==> src/common/wfd_defs.svh <==
`ifndef WFD_DEFS_SVH
`define WFD_DEFS_SVH

// loopback stream widths
`define WFD_AXIS_DATA_W 32
`define WFD_AXIS_SIDE_W 4 // tkeep, tid and tdest

// buffer depths in entries
`define WFD_LOOP_DEPTH 16
`define WFD_DAQ_DEPTH 16

// DAQ link event word
`define WFD_DAQ_DATA_W 64
`define WFD_EVT_MARKER 8'h5A // bits 63:56 of header and trailer
`define WFD_EVNUM_W 24

// channel trigger outputs
`define WFD_NUM_CHAN 5
`define WFD_TRIG_WIDTH 4 // acquisition pulse length in clk125 cycles

`endif

==> src/common/wfd_daq_pkg.sv <==
`default_nettype none

`include "wfd_defs.svh"

package wfd_daq_pkg;

    // one word on the DAQ link event port
    typedef struct packed {
        logic [`WFD_DAQ_DATA_W-1:0] data;
        logic                       header;  // first word of an event
        logic                       trailer; // last word of an event
    } daq_word_t;

    // header, timestamp and trailer
    localparam int WFD_EVT_WORDS = 3;

    // Header:    marker [63:56], event number [55:32], zero [31:0]
    // Timestamp: 64-bit clk125 count at the trigger strobe
    // Trailer:   marker [63:56], event number [55:32], word count [31:0]

endpackage

`default_nettype wire

==> src/common/wfd_stream_pkg.sv <==
`default_nettype none

`include "wfd_defs.svh"

package wfd_stream_pkg;

    // one beat of the control link loopback stream
    typedef struct packed {
        logic [`WFD_AXIS_DATA_W-1:0] tdata;
        logic [`WFD_AXIS_SIDE_W-1:0] tkeep; // byte enables
        logic                        tlast; // end of packet
        logic [`WFD_AXIS_SIDE_W-1:0] tid;
        logic [`WFD_AXIS_SIDE_W-1:0] tdest;
    } axis_beat_t;

    // 32 + 4 + 1 + 4 + 4 bits
    localparam int AXIS_BEAT_W = $bits(axis_beat_t);

endpackage

`default_nettype wire

==> src/event_builder/event_builder.sv <==
`timescale 1ns/10ps
`default_nettype none

`include "wfd_defs.svh"

module event_builder (
    input  wire                                     clk125,
    input  wire                                     rst_n,
    input  wire                                     trigger_in,
    input  wire  [$clog2(`WFD_DAQ_DEPTH + 1)-1:0]   fifo_count,
    output logic                                    trig_accept,
    output logic                                    wr_valid,
    output wfd_daq_pkg::daq_word_t                  wr_data,
    output logic [15:0]                             dropped_count
);

    import wfd_daq_pkg::*;

    localparam int ROOM_MAX = `WFD_DAQ_DEPTH - WFD_EVT_WORDS;
    // extra busy cycles so acceptance stays closed until the pulse ends
    localparam int HOLD_CYC = (`WFD_TRIG_WIDTH > WFD_EVT_WORDS + 1) ?
                              (`WFD_TRIG_WIDTH - WFD_EVT_WORDS - 1) : 0;
    localparam int HOLD_W   = $clog2(`WFD_TRIG_WIDTH + 1);

    typedef enum logic [2:0] {
        S_IDLE,
        S_HDR,  // header word on wr_data
        S_TS,   // timestamp word on wr_data
        S_TRL,  // trailer word on wr_data
        S_HOLD
    } state_t;

    state_t                     state;
    logic [HOLD_W-1:0]          hold_cnt;
    logic [`WFD_DAQ_DATA_W-1:0] ts_cnt;
    logic [`WFD_DAQ_DATA_W-1:0] ts_q;    // counter value at the strobe edge
    logic [`WFD_DAQ_DATA_W-1:0] evt_ts;
    logic [`WFD_EVNUM_W-1:0]    evnum;
    logic                       trig_q;
    logic                       room;
    logic                       accept;

    assign room   = (int'(fifo_count) <= ROOM_MAX);
    assign accept = trig_q && (state == S_IDLE) && room;

    always_ff @(posedge clk125) begin
        if (!rst_n) begin
            ts_cnt <= '0;
            trig_q <= 1'b0;
        end else begin
            ts_cnt <= ts_cnt + 1'b1;
            trig_q <= trigger_in;
        end
    end

    always_ff @(posedge clk125) begin
        ts_q <= ts_cnt;
        if (accept) begin
            evt_ts <= ts_q;
        end
    end

    always_ff @(posedge clk125) begin
        if (!rst_n) begin
            state         <= S_IDLE;
            hold_cnt      <= '0;
            evnum         <= `WFD_EVNUM_W'(1);
            trig_accept   <= 1'b0;
            wr_valid      <= 1'b0;
            dropped_count <= '0;
        end else begin
            trig_accept <= accept;
            if (trig_q && !accept && dropped_count != '1) begin
                dropped_count <= dropped_count + 1'b1; // saturates
            end
            case (state)
                S_IDLE: begin
                    wr_valid <= accept;
                    if (accept) begin
                        wr_data <= '{data: {`WFD_EVT_MARKER, evnum, 32'd0},
                                     header: 1'b1, trailer: 1'b0};
                        state   <= S_HDR;
                    end
                end
                S_HDR: begin
                    wr_data <= '{data: evt_ts, header: 1'b0, trailer: 1'b0};
                    state   <= S_TS;
                end
                S_TS: begin
                    wr_data <= '{data: {`WFD_EVT_MARKER, evnum, 32'(WFD_EVT_WORDS)},
                                 header: 1'b0, trailer: 1'b1};
                    state   <= S_TRL;
                end
                S_TRL: begin
                    wr_valid <= 1'b0;
                    evnum    <= evnum + 1'b1;
                    hold_cnt <= HOLD_W'(HOLD_CYC);
                    state    <= (HOLD_CYC > 0) ? S_HOLD : S_IDLE;
                end
                S_HOLD: begin
                    hold_cnt <= hold_cnt - 1'b1;
                    if (hold_cnt <= HOLD_W'(1)) begin
                        state <= S_IDLE;
                    end
                end
                default: begin
                    wr_valid <= 1'b0;
                    state    <= S_IDLE;
                end
            endcase
        end
    end

endmodule

`default_nettype wire

==> src/channel_triggers.sv <==
`timescale 1ns/10ps
`default_nettype none

`include "wfd_defs.svh"

module channel_triggers (
    input  wire                         clk125,
    input  wire                         rst_n,
    input  wire                         trig_accept,
    input  wire  [`WFD_NUM_CHAN-1:0]    chan_enable,
    output logic [`WFD_NUM_CHAN-1:0]    acq_trigs
);

    localparam int CNT_W = $clog2(`WFD_TRIG_WIDTH + 1);

    logic [CNT_W-1:0]         remain; // pulse cycles left after the first
    logic [`WFD_NUM_CHAN-1:0] mask_q;
    logic                     start;

    // ignored while a pulse is still running
    assign start = trig_accept && (remain == '0);

    always_ff @(posedge clk125) begin
        if (!rst_n) begin
            remain <= '0;
            mask_q <= '0;
        end else if (start) begin
            remain <= CNT_W'(`WFD_TRIG_WIDTH - 1);
            mask_q <= chan_enable; // held for the rest of the pulse
        end else if (remain != '0) begin
            remain <= remain - 1'b1;
        end
    end

    // first pulse cycle comes straight from trig_accept, the rest from the latch
    always_comb begin
        if (start) begin
            acq_trigs = chan_enable;
        end else if (remain != '0) begin
            acq_trigs = mask_q;
        end else begin
            acq_trigs = '0;
        end
    end

endmodule

`default_nettype wire

==> src/daq_link_tx.sv <==
`timescale 1ns/10ps
`default_nettype none

`include "wfd_defs.svh"

module daq_link_tx (
    input  wire                             clk125,
    input  wire                             rst_n,
    input  wire                             rd_valid,
    output logic                            rd_ready,
    input  wire wfd_daq_pkg::daq_word_t     rd_data,
    input  wire                             daq_ready,
    input  wire                             daq_almost_full,
    output logic                            daq_valid,
    output logic                            daq_header,
    output logic                            daq_trailer,
    output logic [`WFD_DAQ_DATA_W-1:0]      daq_data
);

    logic pop;

    // link must be up and not close to full
    assign rd_ready = daq_ready && !daq_almost_full;
    assign pop      = rd_valid && rd_ready;

    always_ff @(posedge clk125) begin
        if (!rst_n) begin
            daq_valid   <= 1'b0;
            daq_header  <= 1'b0;
            daq_trailer <= 1'b0;
        end else begin
            daq_valid   <= pop; // one cycle per word
            daq_header  <= pop && rd_data.header;
            daq_trailer <= pop && rd_data.trailer;
        end
    end

    always_ff @(posedge clk125) begin
        if (pop) begin
            daq_data <= rd_data.data;
        end
    end

endmodule

`default_nettype wire

==> src/stream_fifo.sv <==
`timescale 1ns/10ps
`default_nettype none

module stream_fifo #(
    parameter type payload_t = logic [7:0],
    parameter int  DEPTH     = 16
) (
    input  wire                              clk125,
    input  wire                              rst_n,
    input  wire                              in_valid,
    output logic                             in_ready,
    input  wire payload_t                    in_data,
    output logic                             out_valid,
    input  wire                              out_ready,
    output payload_t                         out_data,
    output logic [$clog2(DEPTH + 1)-1:0]     count
);

    localparam int PTR_W = (DEPTH > 1) ? $clog2(DEPTH) : 1;
    localparam int CNT_W = $clog2(DEPTH + 1);

    payload_t         mem [DEPTH];
    logic [PTR_W-1:0] wr_ptr;
    logic [PTR_W-1:0] rd_ptr;
    logic             push;
    logic             pop;

    function automatic logic [PTR_W-1:0] next_ptr(input logic [PTR_W-1:0] ptr);
        if (ptr == PTR_W'(DEPTH - 1)) begin
            return '0;
        end
        return ptr + 1'b1;
    endfunction

    assign in_ready  = (count != CNT_W'(DEPTH)); // no space when full
    assign out_valid = (count != '0);
    assign push      = in_valid && in_ready;
    assign pop       = out_valid && out_ready;

    // head entry straight from the storage flops
    assign out_data = mem[rd_ptr];

    always_ff @(posedge clk125) begin
        if (push) begin
            mem[wr_ptr] <= in_data;
        end
    end

    always_ff @(posedge clk125) begin
        if (!rst_n) begin
            wr_ptr <= '0;
            rd_ptr <= '0;
            count  <= '0;
        end else begin
            if (push) begin
                wr_ptr <= next_ptr(wr_ptr);
            end
            if (pop) begin
                rd_ptr <= next_ptr(rd_ptr);
            end
            case ({push, pop})
                2'b10:   count <= count + 1'b1;
                2'b01:   count <= count - 1'b1;
                default: count <= count; // idle, or push and pop together
            endcase
        end
    end

endmodule

`default_nettype wire

==> src/wfd_core.sv <==
`timescale 1ns/10ps
`default_nettype none

`include "wfd_defs.svh"

module wfd_core (
    input  wire                             clk125,
    input  wire                             rst_n,

    input  wire                             trigger_in,
    input  wire  [`WFD_NUM_CHAN-1:0]        chan_enable,
    output logic [`WFD_NUM_CHAN-1:0]        acq_trigs,
    output logic [15:0]                     dropped_count,

    input  wire                             axis_in_tvalid,
    output logic                            axis_in_tready,
    input  wire  [`WFD_AXIS_DATA_W-1:0]     axis_in_tdata,
    input  wire  [`WFD_AXIS_SIDE_W-1:0]     axis_in_tkeep,
    input  wire                             axis_in_tlast,
    input  wire  [`WFD_AXIS_SIDE_W-1:0]     axis_in_tid,
    input  wire  [`WFD_AXIS_SIDE_W-1:0]     axis_in_tdest,

    output logic                            axis_out_tvalid,
    input  wire                             axis_out_tready,
    output logic [`WFD_AXIS_DATA_W-1:0]     axis_out_tdata,
    output logic [`WFD_AXIS_SIDE_W-1:0]     axis_out_tkeep,
    output logic                            axis_out_tlast,
    output logic [`WFD_AXIS_SIDE_W-1:0]     axis_out_tid,
    output logic [`WFD_AXIS_SIDE_W-1:0]     axis_out_tdest,

    output logic                            daq_valid,
    output logic                            daq_header,
    output logic                            daq_trailer,
    output logic [`WFD_DAQ_DATA_W-1:0]      daq_data,
    input  wire                             daq_ready,
    input  wire                             daq_almost_full
);

    import wfd_stream_pkg::*;
    import wfd_daq_pkg::*;

    axis_beat_t                                 loop_in;
    axis_beat_t                                 loop_out;
    logic                                       trig_accept;
    logic                                       evt_wr_valid;
    daq_word_t                                  evt_wr_data;
    logic [$clog2(`WFD_DAQ_DEPTH + 1)-1:0]      evt_count;
    logic                                       evt_rd_valid;
    logic                                       evt_rd_ready;
    daq_word_t                                  evt_rd_data;

    // control link loopback
    assign loop_in.tdata = axis_in_tdata;
    assign loop_in.tkeep = axis_in_tkeep;
    assign loop_in.tlast = axis_in_tlast;
    assign loop_in.tid   = axis_in_tid;
    assign loop_in.tdest = axis_in_tdest;

    assign axis_out_tdata = loop_out.tdata;
    assign axis_out_tkeep = loop_out.tkeep;
    assign axis_out_tlast = loop_out.tlast;
    assign axis_out_tid   = loop_out.tid;
    assign axis_out_tdest = loop_out.tdest;

    stream_fifo #(
        .payload_t (axis_beat_t),
        .DEPTH     (`WFD_LOOP_DEPTH)
    ) u_loop_fifo (
        .clk125    (clk125),
        .rst_n     (rst_n),
        .in_valid  (axis_in_tvalid),
        .in_ready  (axis_in_tready),
        .in_data   (loop_in),
        .out_valid (axis_out_tvalid),
        .out_ready (axis_out_tready),
        .out_data  (loop_out),
        .count     ()
    );

    event_builder u_event_builder (
        .clk125        (clk125),
        .rst_n         (rst_n),
        .trigger_in    (trigger_in),
        .fifo_count    (evt_count),
        .trig_accept   (trig_accept),
        .wr_valid      (evt_wr_valid),
        .wr_data       (evt_wr_data),
        .dropped_count (dropped_count)
    );

    // builder checks free space first, so in_ready is not needed
    stream_fifo #(
        .payload_t (daq_word_t),
        .DEPTH     (`WFD_DAQ_DEPTH)
    ) u_evt_fifo (
        .clk125    (clk125),
        .rst_n     (rst_n),
        .in_valid  (evt_wr_valid),
        .in_ready  (),
        .in_data   (evt_wr_data),
        .out_valid (evt_rd_valid),
        .out_ready (evt_rd_ready),
        .out_data  (evt_rd_data),
        .count     (evt_count)
    );

    daq_link_tx u_daq_link_tx (
        .clk125          (clk125),
        .rst_n           (rst_n),
        .rd_valid        (evt_rd_valid),
        .rd_ready        (evt_rd_ready),
        .rd_data         (evt_rd_data),
        .daq_ready       (daq_ready),
        .daq_almost_full (daq_almost_full),
        .daq_valid       (daq_valid),
        .daq_header      (daq_header),
        .daq_trailer     (daq_trailer),
        .daq_data        (daq_data)
    );

    channel_triggers u_channel_triggers (
        .clk125      (clk125),
        .rst_n       (rst_n),
        .trig_accept (trig_accept),
        .chan_enable (chan_enable),
        .acq_trigs   (acq_trigs)
    );

endmodule

`default_nettype wire

==> config.mk <==
export PLATFORM = sky130hd
export DESIGN_NAME = wfd_core
export DESIGN_NICKNAME = d
export VERILOG_FILES = /design/src/common/wfd_daq_pkg.sv /design/src/common/wfd_stream_pkg.sv /design/src/event_builder/event_builder.sv /design/src/channel_triggers.sv /design/src/daq_link_tx.sv /design/src/stream_fifo.sv /design/src/wfd_core.sv
export VERILOG_INCLUDE_DIRS = /design/src /design/src/common
export SDC_FILE = /design/constraint.sdc
export NUM_CORES = 2
export LEC_CHECK = 0
export BUFFER_PORTS_ARGS = -buffer_cell sky130_fd_sc_hd__buf_2
export CORE_MARGIN = 2
export CORE_UTILIZATION = 27
export CTS_BUF_LIST = sky130_fd_sc_hd__clkbuf_4 sky130_fd_sc_hd__clkbuf_8
export DETAILED_ROUTE_END_ITERATION = 8
export GPL_TIMING_DRIVEN = 0
export PLACE_DENSITY_LB_ADDON = 0.25
export SLEW_MARGIN = 0
export SYNTH_ARGS = -nofsm -noshare
export SYNTH_HDL_FRONTEND = slang
export SYNTH_SLANG_ARGS = --single-unit
==> constraint.sdc <==
create_clock -name clk125 -period 24.5 [get_ports clk125]
set_input_delay 3.675 -clock clk125 [delete_from_list [all_inputs] [get_ports clk125]]
set_output_delay 3.675 -clock clk125 [all_outputs]
set_load 0.03 [all_outputs]
After elaboration in Yosys (flattened, before gate mapping)
Memories as Yosys holds them, arrays and structs flattened. A register that Yosys moved wholly into a read port is not among the register bits.
Cells that the tools add are included.

word-level totals
  flip-flop bits (word level) = 408
  memory bits (writable) = 1776
  bits of input ports = 57
  output and inout port bits = 135
  word-level logic and storage cells = 130
  memories kept = 2

operators by class
  add/subtract/negate cells = 13
  order comparisons = 2
  equal/unequal tests = 17
  muxes and demuxes = 41
  bitwise operators = 1
  reduce and logical (&&, ||, !) cells = 28

memories
  memory           words  bits a word  read ports  clocked after memory_dff  write ports  line               text
  u_evt_fifo.mem   16     66           1           1                         1            stream_fifo.sv:22  payload_t mem [DEPTH];
  u_loop_fifo.mem  16     45           1           1                         1            stream_fifo.sv:22

operator list
  cell                   count
  $pmux 66 s3            1
  $mux 66                1
  $add 64x1->64 const B  1
  $mux 4                 12
  $add 24x1->24 const B  1
  $pmux 5 s2             2
  $add 16x1->16 const B  1
  $add 4x1->4 const B    4
  $eq 4x4->1 const B     4
  $mux 1                 16
  $ne 16x16->1 const B   1
  $logic_and 1x1->1      12
  $pmux 3 s4             1
  $add 5x1->5 const B    2
  $mux 5                 2
  $ne 5x5->1 const B     2
  $reduce_bool 5->1      2
  $sub 5x1->5 const B    2
  $reduce_bool 2->1      4
  $eq 3x2->1 const B     2
  $logic_not 3->1        2
  $mux 3                 2
  $pmux 3 s2             1
  $reduce_bool 3->1      2
  16 further kinds       22

Longest topological paths before layout
  depth in word-level cells = 8
  gate-level depth with buffers = 14
  mapped depth without buffers = 11

Modules after synthesis
A second synthesis with hierarchy kept.

unflattened totals
  cell total of the unflattened synthesis = 3691
  area, all modules = 81817.2 µm²

by module, submodules not included
  module                      instances  cells each  area each (µm²)  sequential area each (µm²)
  stream_fifo at u_evt_fifo   1          1581        40600.2          32050.7
  stream_fifo at u_loop_fifo  1          1117        27970.6          21961.1
  event_builder               1          876         10806.6          7367.1
  daq_link_tx                 1          72          2019.4           1981.9
  channel_triggers            1          45          420.4            160.2

Worst setup path before layout
No wires, ideal clock.

  path type = input to register
  start = in daq_almost_full
  end = reg u_evt_fifo.count[4]
  setup time = 0.072 ns
  arrival time = 9.128 ns
  required time = 24.428 ns
  path slack = 15.301 ns
  cell stages on the path = 11
  path buffers = 1
  cells stage by stage = nand2b_1 -> a21oi_1 -> ha_1 -> clkbuf_1 -> xor2_1 -> ha_1 -> a211o_1 -> nand2_1 -> nand3b_1 -> a31oi_1 -> mux2i_1

between the ends
  word-level cells in the longest chain between the ends = 5
  elaborated cells on any way between the ends = 7
  classes of those cells = eq/ne: 2; mux: 1; reduce/logical: 4

ends and longest elaborated chain
  item                                                    line               text
  start: declaration                                      wfd_core.sv:36     input wire daq_almost_full
  $logic_not 1->1 *                                       daq_link_tx.sv:23  assign rd_ready = daq_ready && !daq_almost_full;
  $logic_and 1x1->1 *                                     daq_link_tx.sv:23
  $logic_and 1x1->1 *                                     n/a
  via u_daq_link_tx.pop                                   daq_link_tx.sv:20  logic pop;
  $eq 2x1->1 / $eq 2x2->1 (equally long branches)         stream_fifo.sv:61  case ({push, pop})
  $pmux 5 s2 / $reduce_bool 2->1 (equally long branches)  n/a
  end signal: assignment                                  stream_fifo.sv:62  2'b10: count <= count + 1'b1;
  end signal: assignment                                  stream_fifo.sv:63  2'b01: count <= count - 1'b1;
  end signal: assignment                                  stream_fifo.sv:64  default: count <= count;
  end: declaration                                        stream_fifo.sv:16  output logic [$clog2(DEPTH + 1)-1:0] count

Mark *: on every way through the listed nets, which the timed path passes. The rest lies on a longest branch.
A chain may end at the register's enable or synchronous reset.

==> results.yml <==
hold_path:
  whs_endpoint: "u_event_builder.evt_ts[39]$_DFFE_PP_"
  hold_path.startpoint: "u_event_builder.ts_q[39]$_DFF_P_"
  hold_depth: 0
  min_path_type: "register to register"
logic_synthesis:
  synth-async-reset-ratio: 0
  ys_seq_elements: 2188
  synth_edf_count: 1970
  avgSynthCellArea_um2: 22.11
  synth_cells: 3686
  synth_cell_types: 56
  yosysWarnings: 0
  syn_nets: 3771
  synth_ff_type: "edfxtp_1"
  synth.cell_area_um2: 81490
  ys_seq_area_frac: 0.7795
setup_path:
  reg2reg_depth: 14
  worst_path_max_delay_cell: "clkbuf_1"
  worstPathCellList: "clkbuf_1 -> clkbuf_1 -> clkbuf_1 -> mux4_2 -> mux4_2 -> buf_2"
  timing.rr.start: "u_loop_fifo.count[1]$_SDFFE_PN0P_"
  crit_family: "buffers and inverters"
  cpMostUsedCell: "clkbuf_1"
  cp-end-kind: "output port"
  critPathMaxFanout: 10
  cp.buffers_inverters: 4
  r2r_end: "u_loop_fifo.count[4]$_SDFFE_PN0P_"
  start_kind: "register"
  path_class: "register to output port"
  crit_arrival_ns: 4.44
  cp.required_ns: 20.82
  max_stage_delay_ns: 0.78
  r2r_slack_ns: 19.91
timing:
  finalWorstPathRequiredPeriod_ns: 8.116
  hold_violations: 0
  relSlewSlack: 0.1077
  slew_violations: 0
  finalSetupViolCount: 0
  fmax_mhz: 123.2
  worst_slack_ns: 16.38
  fin_skew_ns: 0.1196
  worst_pin_slew_ns: 1.326
  final.setup.tns_ns: 0
  rsz0062_at_grt: "no"
  fin_crit_sh: 0.3313
clock_tree:
  clkSlewWorstSetupHoldPaths_ns: 0.06
  htreeDepth: 5
  cts_num_sinks: 2188
  cts-hold-fix-buffers: 0
  cts-root-buf: "clkbuf_8"
  numCtsBuffers: 371
  cts_buffer_depth: 4
  ctsResizeCount: 0
  post-cts-setup-buffers: 0
  insertion_delay_ns: 1.03
  tritoncts: "built"
power_and_ir_drop:
  pwr-share-comb: 0.116
  leakage_nw: 30.32
  vdd_drop_max_v: 0.00005887
  powerDensity_nw_per_um2: 86.23
  p_sw_frac: 0.2462
  p_seq_frac: 0.496
  clockPowerShare: 0.388
  p_int_mw: 6.345
  power.switching_mw: 2.072
  totalPowerFinal_mw: 8.417
layout:
  area_growth_pct: 19.79
  drive_gt1_frac: 0.3385
  final_common_cell: "edfxtp_1"
  fin_area_um2: 97610
  layout.nets: 4483
  final_cell_mix: "edfxtp_1 (1970), mux4_2 (553), clkbuf_8 (396), buf_2 (235), dfxtp_1 (218)"
route:
  drtIter0Drc: 3443
  drt_wl_total_um: 211800
  ant_nets: 0
  dr.pass1.iters: 5
  vias: 39570
  drc: 0
  vias_per_cell: 4.572
  post_drt_wl_per_cell_um: 24.48
status:
  status: "finished, final reports clean"
placement:
  hpwl_um: 137400
  placed_area_um2: 90210
  pre_cts_ws_ns: 16.67
  place.gp.congestion: 0.7485
  port_buffers: 191
floorplan:
  placementRows: 201
  coreArea_um2: 300000
  die_area_um2: 306200
  die_h_um: 553.4
  pin_count: 192
  die_w_um: 553.4
  initial_utilization: 0.2716
global_route:
  track_usage: 0.1356
  grt_pass1_vias: 41550
  grt_antenna_before_repair: 37
  grt_pass1_wl_um: 301100
  overflow: 0
  grt_start_max_net_pins: 27
job:
  cap_violations: 0
==> metrics by stage <==
step / hold WS [ns] / std cells / utilization
3_3_place_gp: 0.3536 / 7835 / 0.2913
5_1_grt: 0.3617 / 8647 / 0.3253
4_1_cts: 0.3676 / 8646 / 0.3253
6_report: 0.3680 / 8653 / 0.3254
3_5_place_dp: 0.3576 / 7983 / 0.3007
2_1_floorplan: 0.3428 / 3686 / -
==> registers in the layout (all words and copies together) (netlist names), 2 cells and up, named ones only <==
signal and count:
u_evt_fifo.wr_ptr 4, u_event_builder.dropped_count 16, u_event_builder.ts_cnt 64, u_evt_fifo.count 5
u_evt_fifo.mem 1056, u_event_builder.wr_data 66, u_event_builder.state 2, u_evt_fifo.rd_ptr 4
u_daq_link_tx.daq_data 64, u_channel_triggers.mask_q 5, u_event_builder.ts_q 64, u_loop_fifo.count 5
u_event_builder.evnum 24, u_loop_fifo.mem 720, u_loop_fifo.rd_ptr 4, u_loop_fifo.wr_ptr 4
u_event_builder.evt_ts 64, u_channel_triggers.remain 3
==> logic make-up after synthesis <==
family	Yosys count	share of synthesized area
AND/OR/NAND/NOR	457	0.02977
AO/OA/AOI/OAI	164	0.01308
adder cells (fa/ha/maj)	28	0.004299
buffers and inverters	201	0.009965
XOR/XNOR	76	0.008169
multiplexers	572	0.1552
flip-flops	2188	0.7795
==> worst max path at each step <==
stage / startpoint / end / slack, ns / cells past startpoint
after floorplan: daq_almost_full / u_evt_fifo.count[4]$_SDFFE_PN0P_ / 15.30 / 11
after global placement: u_event_builder.state[1]$_SDFFE_PN0P_ / u_event_builder.wr_data[46]$_DFFE_PP_ / 8.89 / 6
after detailed placement: chan_enable[0] / acq_trigs[0] / 16.67 / 3
after CTS: register / axis_out_tdata[31] / 16.10 / 6
after global routing: register / axis_out_tdata[31] / 16.12 / 6
final: register / axis_out_tdata[1] / 16.38 / 6
==> power by group through the flow <==
stage	Sequential (mW)	Clock, mW	Combinational (mW)
5_1_grt	4.19	3.53	1.05
6_report	4.18	3.27	0.973
3_5_place_dp	4.26	0	1.01
3_3_place_gp	4.27	0	0.979
4_1_cts	4.18	3.37	1.01
2_1_floorplan	4.26	0	0.641
==> worst register-to-register path: cells and delay by family, from the launching register on <==
family	cells	cell delay, ns
flip-flops	1	0.29
AND/OR/NAND/NOR	3	1.17
buffers and inverters	4	1.02
adder cells (fa/ha/maj)	2	0.41
AO/OA/AOI/OAI	3	1.21
XOR/XNOR	1	0.19
multiplexers	1	0.24
==> cell type report <==
cell class                      count  area, µm²
Sequential cell                  2188      63520
Buffer                            172      704.4
Clock buffer                      522       6396
Fill cell                       28550     202400
Multi-Input combinational cell   1297      17400
Tap cell                         3958       4952
Clock inverter                    141      996.0
Antenna cell                        7      17.52
Timing Repair Buffer              339       3522
Inverter                           29      108.9
==> Yosys cell counts, types with 13 or more instances <==
cell      instances  area (µm²)
nor3_1           23       115.1
edfxtp_1       1970       59160
dfxtp_1         218        4364
a21oi_1          47       235.2
nor4_1           17       106.4
buf_2            44       220.2
o21ai_0          34       170.2
inv_1            29       108.9
nand2b_1         13       81.33
xor2_1           51       446.7
nor2_1          139       521.8
and3_1           51       319.1
ha_1             28       350.3
nand2_1          62       232.7
or3_1            28       175.2
mux4_2          553       12450
mux2i_1          19       190.2
clkbuf_1        119       446.7
nand4_1          37       231.5
nand3_1          40       200.2
xnor2_1          25       219.0
a22o_1           29       254.0
==> layer usage <==
metal  GRT usage  wire (µm)
met5           0        232
met4     0.03713       4657
met3     0.03543      13700
met2      0.2272     104200
met1      0.1729      89000
(Power assumes the default switching activity.)
